===== config.mk =====
export PLATFORM = sky130hd
export DESIGN_NAME = cong_man_top
export DESIGN_NICKNAME = d
export VERILOG_FILES = /design/src/verilog/cong_man_pkg.sv /design/src/verilog/drop_thresh_table.sv /design/src/verilog/queue_state_table.sv /design/src/verilog/admission_ctrl.sv /design/src/verilog/cong_man_top.sv
export VERILOG_INCLUDE_DIRS = /design/src /design/src/verilog
export SDC_FILE = /design/constraint.sdc
export NUM_CORES = 1
export LEC_CHECK = 0
export BUFFER_PORTS_ARGS = -buffer_cell sky130_fd_sc_hd__buf_2
export CAP_MARGIN = 20
export CORE_MARGIN = 4
export CORE_UTILIZATION = 40
export DETAILED_ROUTE_END_ITERATION = 6
export GPL_TIMING_DRIVEN = 0
export HOLD_SLACK_MARGIN = 0.15
export RECOVER_POWER = 25
export REMOVE_ABC_BUFFERS = 1
export SETUP_SLACK_MARGIN = 0.05
export SLEW_MARGIN = 20
export SYNTH_ARGS = -nofsm -noshare
export SYNTH_HDL_FRONTEND = slang
export SYNTH_SLANG_ARGS = --single-unit

===== constraint.sdc =====
create_clock -name core_clk_ifc -period 6.7 [get_ports core_clk_ifc]
set_clock_uncertainty 0.05 [all_clocks]
set_input_delay 1.675 -clock core_clk_ifc [delete_from_list [all_inputs] [get_ports core_clk_ifc]]
set_output_delay 1.675 -clock core_clk_ifc [all_outputs]
set_load 0.01 [all_outputs]

===== src/verilog/cong_man_params.svh =====
//////////////////////////////
// Sizing constants for the congestion manager
//////////////////////////////
`ifndef CONG_MAN_PARAMS_SVH
`define CONG_MAN_PARAMS_SVH

// Egress ports and queues
`define CM_NUM_EGR_PORTS 4
`define CM_QUEUES_PER_PORT 2
`define CM_NUM_QUEUES (`CM_NUM_EGR_PORTS * `CM_QUEUES_PER_PORT)

// Buffer geometry
`define CM_DATA_BYTES 64
`define CM_BYTES_PER_PAGE 4096
`define CM_WORDS_PER_PAGE (`CM_BYTES_PER_PAGE / `CM_DATA_BYTES)
`define CM_NUM_PAGES 16

// Packet limits
`define CM_MTU_BYTES 1500

// Marked packets at this priority or higher are kept
`define CM_POLICER_KEEP_PRIO 6

// Default threshold covers the whole buffer
`define CM_THRESH_RESET (`CM_NUM_PAGES * `CM_BYTES_PER_PAGE)

`endif


===== src/verilog/cong_man_pkg.sv =====
//////////////////////////////
// Width types, verdict encoding and the
// descriptor, result and queue state structs
//////////////////////////////
`include "cong_man_params.svh"

package cong_man_pkg;

    typedef logic [$clog2(`CM_NUM_QUEUES)-1:0]     queue_id_t;
    typedef logic [$clog2(`CM_NUM_EGR_PORTS)-1:0]  port_t;
    typedef logic [2:0]                            prio_t;
    typedef logic [$clog2(`CM_MTU_BYTES)-1:0]      byte_len_t;
    typedef logic [31:0]                           occupancy_t;
    typedef logic [31:0]                           thresh_t;
    typedef logic [$clog2(`CM_WORDS_PER_PAGE)-1:0] word_ptr_t;
    typedef logic [$clog2(`CM_NUM_PAGES)-1:0]      page_ptr_t;
    // One extra bit so the count can reach CM_NUM_PAGES
    typedef logic [$clog2(`CM_NUM_PAGES):0]        page_count_t;

    typedef enum logic [2:0] {
        VERDICT_ENQUEUE         = 3'd0,
        VERDICT_DROP_QUEUE_FULL = 3'd1,
        VERDICT_DROP_POLICER    = 3'd2,
        VERDICT_DROP_PAGE_LIMIT = 3'd3,
        VERDICT_DROP_NO_PAGE    = 3'd4
    } verdict_e;

    typedef struct packed {
        port_t     egress_port;
        prio_t     prio;
        byte_len_t byte_length;
        logic      policer_drop_mark;
    } pkt_desc_t;

    typedef struct packed {
        occupancy_t occupancy;
        word_ptr_t  tail_ptr;
        page_ptr_t  page_ptr;
        logic       page_valid;
    } queue_state_t;

    // Occupancy is the value after the decision
    typedef struct packed {
        queue_id_t  queue;
        verdict_e   verdict;
        word_ptr_t  new_tail_ptr;
        logic       malloc_approved;
        page_ptr_t  page_ptr;
        occupancy_t occupancy;
    } admit_result_t;

endpackage


===== src/verilog/drop_thresh_table.sv =====
//////////////////////////////
// Per-queue drop thresholds, Wishbone classic
// config slave plus a lookup read port
//////////////////////////////
`include "cong_man_params.svh"

module drop_thresh_table
    import cong_man_pkg::*;
(
    input  logic      core_clk_ifc,
    input  logic      rst_n,
    input  logic      wb_cyc,
    input  logic      wb_stb,
    input  logic      wb_we,
    input  queue_id_t wb_adr,
    input  thresh_t   wb_dat_w,
    output thresh_t   wb_dat_r,
    output logic      wb_ack,
    input  queue_id_t lookup_queue,
    output thresh_t   lookup_thresh
);

    thresh_t thresh_mem [`CM_NUM_QUEUES];
    logic    wb_req;

    // A cycle is new only while no ack is out
    assign wb_req = wb_cyc && wb_stb && !wb_ack;

    //////////////////////////////
    // Bus handshake
    //////////////////////////////

    always_ff @(posedge core_clk_ifc) begin
        if (!rst_n) begin
            wb_ack <= 1'b0;
        end else begin
            wb_ack <= wb_req;
        end
    end

    always_ff @(posedge core_clk_ifc) begin
        if (wb_req && !wb_we) begin
            wb_dat_r <= thresh_mem[wb_adr];
        end
    end

    //////////////////////////////
    // Threshold storage
    //////////////////////////////

    always_ff @(posedge core_clk_ifc) begin
        if (!rst_n) begin
            for (int q = 0; q < `CM_NUM_QUEUES; q++) begin
                thresh_mem[q] <= thresh_t'(`CM_THRESH_RESET);
            end
        end else if (wb_req && wb_we) begin
            // Lands on the same edge that raises ack
            thresh_mem[wb_adr] <= wb_dat_w;
        end
    end

    // Admission lookup
    assign lookup_thresh = thresh_mem[lookup_queue];

endmodule


===== src/verilog/queue_state_table.sv =====
//////////////////////////////
// Per-queue occupancy, tail and page registers
//////////////////////////////
`include "cong_man_params.svh"

module queue_state_table
    import cong_man_pkg::*;
(
    input  logic         core_clk_ifc,
    input  logic         rst_n,
    input  queue_id_t    rd_queue,
    output queue_state_t rd_state,
    input  logic         wr_en,
    input  queue_id_t    wr_queue,
    input  queue_state_t wr_state
);

    queue_state_t state_mem [`CM_NUM_QUEUES];

    //////////////////////////////
    // Storage
    //////////////////////////////

    always_ff @(posedge core_clk_ifc) begin
        if (!rst_n) begin
            // Empty queues with no page held
            for (int q = 0; q < `CM_NUM_QUEUES; q++) begin
                state_mem[q].occupancy  <= '0;
                state_mem[q].tail_ptr   <= '0;
                state_mem[q].page_ptr   <= '0;
                state_mem[q].page_valid <= 1'b0;
            end
        end else if (wr_en) begin
            state_mem[wr_queue] <= wr_state;
        end
    end

    // Read straight from the registers
    assign rd_state = state_mem[rd_queue];

endmodule


===== src/verilog/admission_ctrl.sv =====
//////////////////////////////
// Descriptor admission with queue mapping, drop checks,
// page allocation and queue state write-back
//////////////////////////////
`include "cong_man_params.svh"

module admission_ctrl
    import cong_man_pkg::*;
(
    input  logic          core_clk_ifc,
    input  logic          rst_n,
    input  pkt_desc_t     desc,
    input  logic          desc_valid,
    output logic          desc_ready,
    output admit_result_t result,
    output logic          result_valid,
    input  logic          result_ready,
    output queue_id_t     lookup_queue,
    input  thresh_t       thresh,
    input  queue_state_t  state,
    output logic          wr_en,
    output queue_id_t     wr_queue,
    output queue_state_t  wr_state,
    output page_count_t   free_pages
);

    typedef enum logic [1:0] {
        IDLE,
        DECIDE,
        HOLD
    } fsm_e;

    // Priorities 5 to 7 use the second queue of a port
    localparam prio_t HIGH_PRIO  = 3'd5;
    localparam int    LEN_W      = $bits(byte_len_t) + 1;
    localparam int    CNT_W      = $bits(word_ptr_t) + 1;
    localparam int    WORD_SHIFT = $clog2(`CM_DATA_BYTES);
    localparam int    PAGE_SHIFT = $clog2(`CM_BYTES_PER_PAGE);

    fsm_e          fsm;
    pkt_desc_t     desc_q;
    thresh_t       thresh_q;
    queue_state_t  state_q;
    queue_id_t     queue_q;
    page_ptr_t     next_page;
    logic [LEN_W-1:0] len_round;
    logic [CNT_W-1:0] word_cnt;
    logic [CNT_W-1:0] tail_sum;
    occupancy_t    occ_sum;
    occupancy_t    occ_pages;
    logic          page_needed;
    logic          malloc;
    verdict_e      verdict;
    queue_state_t  new_state;

    function automatic queue_id_t map_queue(pkt_desc_t d);
        logic hi;
        hi = (d.prio >= HIGH_PRIO);
        return queue_id_t'(d.egress_port) * queue_id_t'(`CM_QUEUES_PER_PORT) + queue_id_t'(hi);
    endfunction

    assign lookup_queue = map_queue(desc);
    assign queue_q      = map_queue(desc_q);
    assign desc_ready   = (fsm == IDLE);
    assign result_valid = (fsm == HOLD);

    //////////////////////////////
    // Decision
    //////////////////////////////

    // Packet size in buffer words, rounded up
    assign len_round = {1'b0, desc_q.byte_length} + LEN_W'(`CM_DATA_BYTES - 1);
    assign word_cnt  = CNT_W'(len_round >> WORD_SHIFT);
    assign tail_sum  = {1'b0, state_q.tail_ptr} + word_cnt;
    assign occ_sum   = state_q.occupancy + occupancy_t'(desc_q.byte_length);
    assign occ_pages = state_q.occupancy >> PAGE_SHIFT;

    assign page_needed = !state_q.page_valid || (tail_sum >= CNT_W'(`CM_WORDS_PER_PAGE));

    always_comb begin
        if (occ_sum > thresh_q) begin
            verdict = VERDICT_DROP_QUEUE_FULL;
        end else if (desc_q.policer_drop_mark && desc_q.prio < prio_t'(`CM_POLICER_KEEP_PRIO)) begin
            verdict = VERDICT_DROP_POLICER;
        end else if (page_needed && occ_pages > occupancy_t'(free_pages)) begin
            verdict = VERDICT_DROP_PAGE_LIMIT;
        end else if (page_needed && free_pages == '0) begin
            verdict = VERDICT_DROP_NO_PAGE;
        end else begin
            verdict = VERDICT_ENQUEUE;
        end
    end

    assign malloc = (verdict == VERDICT_ENQUEUE) && page_needed;

    // A drop leaves the queue untouched
    always_comb begin
        new_state = state_q;
        if (verdict == VERDICT_ENQUEUE) begin
            new_state.occupancy = occ_sum;
            new_state.tail_ptr  = word_ptr_t'(tail_sum);
        end
        if (malloc) begin
            new_state.page_ptr   = next_page;
            new_state.page_valid = 1'b1;
        end
    end

    assign wr_en    = (fsm == DECIDE) && (verdict == VERDICT_ENQUEUE);
    assign wr_queue = queue_q;
    assign wr_state = new_state;

    //////////////////////////////
    // Control and allocator
    //////////////////////////////

    always_ff @(posedge core_clk_ifc) begin
        if (!rst_n) begin
            fsm        <= IDLE;
            next_page  <= '0;
            free_pages <= page_count_t'(`CM_NUM_PAGES);
        end else begin
            case (fsm)
                IDLE: begin
                    if (desc_valid) begin
                        fsm <= DECIDE;
                    end
                end
                DECIDE: begin
                    fsm <= HOLD;
                    if (malloc) begin
                        next_page  <= next_page + page_ptr_t'(1);
                        free_pages <= free_pages - page_count_t'(1);
                    end
                end
                HOLD: begin
                    if (result_ready) begin
                        fsm <= IDLE;
                    end
                end
                default: begin
                    fsm <= IDLE;
                end
            endcase
        end
    end

    // Descriptor and table snapshot, then the result
    always_ff @(posedge core_clk_ifc) begin
        if (fsm == IDLE && desc_valid) begin
            desc_q   <= desc;
            thresh_q <= thresh;
            state_q  <= state;
        end
        if (fsm == DECIDE) begin
            result.queue           <= queue_q;
            result.verdict         <= verdict;
            result.new_tail_ptr    <= new_state.tail_ptr;
            result.malloc_approved <= malloc;
            result.page_ptr        <= new_state.page_ptr;
            result.occupancy       <= new_state.occupancy;
        end
    end

endmodule


===== src/verilog/cong_man_top.sv =====
//////////////////////////////
// Congestion manager top level
//////////////////////////////

module cong_man_top
    import cong_man_pkg::*;
(
    input  logic          core_clk_ifc,
    input  logic          rst_n,
    // Descriptor in, result out
    input  pkt_desc_t     desc,
    input  logic          desc_valid,
    output logic          desc_ready,
    output admit_result_t result,
    output logic          result_valid,
    input  logic          result_ready,
    output page_count_t   free_pages,
    // Threshold config bus
    input  logic          wb_cyc,
    input  logic          wb_stb,
    input  logic          wb_we,
    input  queue_id_t     wb_adr,
    input  thresh_t       wb_dat_w,
    output thresh_t       wb_dat_r,
    output logic          wb_ack
);

    queue_id_t    lookup_queue;
    thresh_t      lookup_thresh;
    queue_state_t rd_state;
    logic         wr_en;
    queue_id_t    wr_queue;
    queue_state_t wr_state;

    drop_thresh_table u_thresh (
        .core_clk_ifc  (core_clk_ifc),
        .rst_n         (rst_n),
        .wb_cyc        (wb_cyc),
        .wb_stb        (wb_stb),
        .wb_we         (wb_we),
        .wb_adr        (wb_adr),
        .wb_dat_w      (wb_dat_w),
        .wb_dat_r      (wb_dat_r),
        .wb_ack        (wb_ack),
        .lookup_queue  (lookup_queue),
        .lookup_thresh (lookup_thresh)
    );

    queue_state_table u_state (
        .core_clk_ifc (core_clk_ifc),
        .rst_n        (rst_n),
        .rd_queue     (lookup_queue),
        .rd_state     (rd_state),
        .wr_en        (wr_en),
        .wr_queue     (wr_queue),
        .wr_state     (wr_state)
    );

    admission_ctrl u_admit (
        .core_clk_ifc (core_clk_ifc),
        .rst_n        (rst_n),
        .desc         (desc),
        .desc_valid   (desc_valid),
        .desc_ready   (desc_ready),
        .result       (result),
        .result_valid (result_valid),
        .result_ready (result_ready),
        .lookup_queue (lookup_queue),
        .thresh       (lookup_thresh),
        .state        (rd_state),
        .wr_en        (wr_en),
        .wr_queue     (wr_queue),
        .wr_state     (wr_state),
        .free_pages   (free_pages)
    );

endmodule


==> summary.md <==
| Metric | Value |
|---|---|
| Yosys top cell area share | 64.4% |
| FF-to-FF path depth | 20 |
| Worst-margin pin slew | 5.44 ns |
| FILL cells | 7817 |
| Slew Viols, Final | 180 |
| Routed Antenna Nets | 0 |
| Fin nets | 2758 |
| Post-synthesis cell count | 2465 |
| Violated checks | max-capacitance violations, max-slew violations |
| Die area | 0.0950 mm2 |
| Tcrit/Tclk final | 96.3% |
| Synth warn | 0 |
| Hold Buf Count CTS | 0 |
| CTS tree | done |
| Number of port buffers | 147 |
| GR Overflow Total | 0 |
| Area of the multi-input gates | 0.0119 mm2 |
| Initial core utilization | 40.5% |
| RSZ-0062 raised after global routing | no |
| Rel. slew slack | -262% |
| CTS H-tree depth | 3 |
| First-pass GRT wire length | 148000 um |
| CTS Root Cell | clkbuf_16 |
| Clk_lat worst skew | 0.64 ns |
| Pre-antenna DRT Iters | 6 |
| Core Box Area | 0.0889 mm2 |
| P_leak | 15.3 nW |
| Arrival time at the worst endpoint | 6.71 ns |
| Crit path from | u_admit.state_q[12] |
| Hold crit path type | reg -> reg |
| Drt drc | 0 |
| Antenna violations before repair | 11 |
| Ratio of cells with drive above 1 in the final layout | 19.6% |
| Async SR Flop Fraction | 0% |
| Critical path class | reg -> reg |
| Fmax | 155 MHz |
| Die Y-Extent | 308 um |
| Worst path required time | 6.95 ns |
| Mean number of vias per cell | 5.73 |
| Post-DR wirelength/cell | 25.6 um |
| FF/Latch Area | 0.0235 mm2 |
| Post-synth EDFFs | 773 |
| Largest net degree at the start of global routing | 77 |
| Post-DP HPWL | 62700 um |
| Initial drt markers | 2114 |
| Layout area overhead | 16.4% |
| All-Layer GR Usage | 20.8% |
| Vias in the first global route | 23200 |
| Row count | 109 |
| Sequential element share of the synthesized area | 65.0% |
| RR Endpoint | u_state.state_mem[7][35] |
| Endpoints failing hold | 0 |
| Worst path slowest cell | xnor2_1 |
| Startpoint types | flip-flop |
| Flops & latches, synth | 785 |
| FF-to-FF Start | u_admit.state_q[12] |
| VDD IR max | 168 uV |
| Vias | 22300 |
| Setup slack, reg-to-reg | 0.25 ns |
| Commonest non-fill, non-tap cells in the layout | edfxtp_1 (773), nor2_1 (325), and2_1 (186), mux4_2 (150), a22oi_1 (128) |
| Critical path, cell by cell | ha_1 > a211oi_1 > o21ai_1 > o211ai_1 > a211oi_4 > buf_4 > buf_4 > xnor2_1 > inv_1 > ha_1 > nand4_1 > nor4_1 > and2_1 > o22ai_1 > nor2_4 > buf_16 > nand4_1 > buf_6 > nand2_4 > buf_16 |
| DIE WIDTH | 308 um |
| Total length of routed wires | 99500 um |
| Most used flip-flop cell after synthesis | edfxtp_1 |
| Clock Sinks | 785 |
| Setup violations, final | 0 |
| Max-Cap Viols | 4 |
| Status | finished with violations |
| DP Area | 0.0394 mm2 |
| PD cells | 273 mW/mm2 |
| Clock buffer count from CTS | 83 |
| Worst path max stage delay | 0.65 ns |
| Synth area leaders | edfxtp_1 (64%), mux4_2 (9.4%), nor2_1 (3.4%), and2_1 (3.3%), mux2_2 (2.7%) |
| Min Hold Slack | 0.521 ns |
| CP Max Fanout | 32 |
| Syn Std Cell Area | 0.0361 mm2 |
| Synth Area per Inst | 14.6 um2 |
| Synth cell types | 59 |
| CTS max path bufs | 3 |
| Commonest non-fill, non-tap cell in the layout | edfxtp_1 |
| Post-Route Setup TNS | 0 ns |
| Minimum clock period after layout | 6.45 ns |
| Worst setup EP type | flip-flop |
| Post-route cell area | 0.0420 mm2 |
| Area leader, netlist | edfxtp_1 |
| Clk pin slew, worst setup/hold paths | 0.06 ns |
| I/O pin count | 148 |
| Worst Setup EP | u_state.state_mem[7][35] |
| GPL Wtd Cong | 0.783 |
## worst min-delay path by stage
stage                              start              endpoint  slack [ns]  cells after the start
floorplan             u_admit.desc_q[15]    u_admit.result[47]        0.44                      0
global placement         u_thresh.wb_ack       u_thresh.wb_ack        0.47                      1
detailed placement    u_admit.state_q[7]    u_admit.result[39]        0.51                      1
CTS                 u_admit.next_page[3]  u_admit.next_page[3]        0.52                      3
global route             u_thresh.wb_ack       u_thresh.wb_ack        0.54                      1
finish              u_admit.next_page[3]  u_admit.next_page[3]        0.52                      3
## timing repair
| action | CTS | global route |
|---|---|---|
| endpoints found under the setup margin | 716 | 189 |
| pin swaps | 3 | 1 |
| buffers inserted | 7 | 2 |
| gates resized for setup | 12 | 10 |
## cells by family (layout without fill, tap and decap cells)
logic type	after synthesis	count (layout)	share of synthesized area (%)
AOI/OAI and AO/OA	220	220	4.28
xor gates and xnor gates	59	59	1.43
adders and majority gates	59	59	2.09
DFF	785	785	65.0
other	0	7	0
muxes	252	252	12.5
buffers and inverters	262	506	3.01
and+or+nand+nor	828	828	11.6
## power breakdown
part / switching [mW] / total, mW / internal [mW]
Clock: 1.91 / 4.49 / 2.58
Combinational: 0.773 / 1.23 / 0.462
Sequential: 0.106 / 5.75 / 5.64
## cells in the mapped netlist, types with 2 or more instances
library cell and instances:
nor3b_1 4, ha_1 57, o21a_1 2, nor2_1 328
and2_1 191, mux2i_1 12, clkbuf_1 106, buf_6 6
o21ai_0 14, clkinv_1 2, a31oi_1 6, mux2_2 87
buf_1 7, nor4_1 13, buf_4 2, and4_1 2
fa_1 2, a221oi_1 3, xnor2_1 43, inv_1 100
buf_2 39, nand3b_1 5, edfxtp_1 773, a22oi_1 128
mux2_1 3, nand4_1 56, o211ai_1 4, nor2b_1 6
a21boi_0 2, nand2b_1 22, mux4_2 150, dfxtp_1 12
and3_1 77, nor3_1 33, xor2_1 16, a211oi_1 4
nand3_1 36, a21o_1 7, o21ai_1 2, nand2_1 48
a21oi_1 37
## critical path, delay by kind of cell (launching register included)
kind	cells	cell delay [ns]
simple gates	6	1.66
fa+ha+maj	2	0.67
compound gates	5	1.33
flops	1	0.44
xor+xnor	1	0.65
buf+inv	6	1.26
## flip-flops by register name, indices dropped and copies added (netlist names), 5 cells and up
register,count
u_admit.occ_pages,20
u_admit.result,49
u_state.state_mem,344
u_admit.desc_q,17
u_thresh.wb_dat_r,32
u_admit.thresh_q,32
u_admit.free_pages,5
u_admit.state_q,23
u_thresh.thresh_mem,256
## stage by stage
step	power, mW	utilization, %	cells	worst slack [ns]
after floorplan	6.57	-	2305	-8.09
after global placement	7.06	42.2	3617	-14.41
after detailed placement	7.07	44.3	3710	-1.14
after CTS	11.6	47.4	3871	0.0889
after global routing	11.9	47.2	3876	0.0462
final	11.5	47.2	3881	0.246
## metal layers
layer  vias up  wire length, um  GRT usage [%]
li1       9703                -              -
met1     11400            38800           26.2
met2       948            50800           36.6
met3       199             7150           4.11
met4         4             2750           6.30
met5         -               27              0
## final cells by class
class	instances	area share (%)
Timing Repair Buffer	250	5.22
Antenna cell	7	0.0417
Multi-Input combinational cell	1418	28.3
Tap cell	1165	3.47
Clock buffer	106	5.21
Clock inverter	48	1.01
Sequential cell	785	55.9
Inverter	102	0.912
No activity file was read; power rests on OpenSTA's default activity.
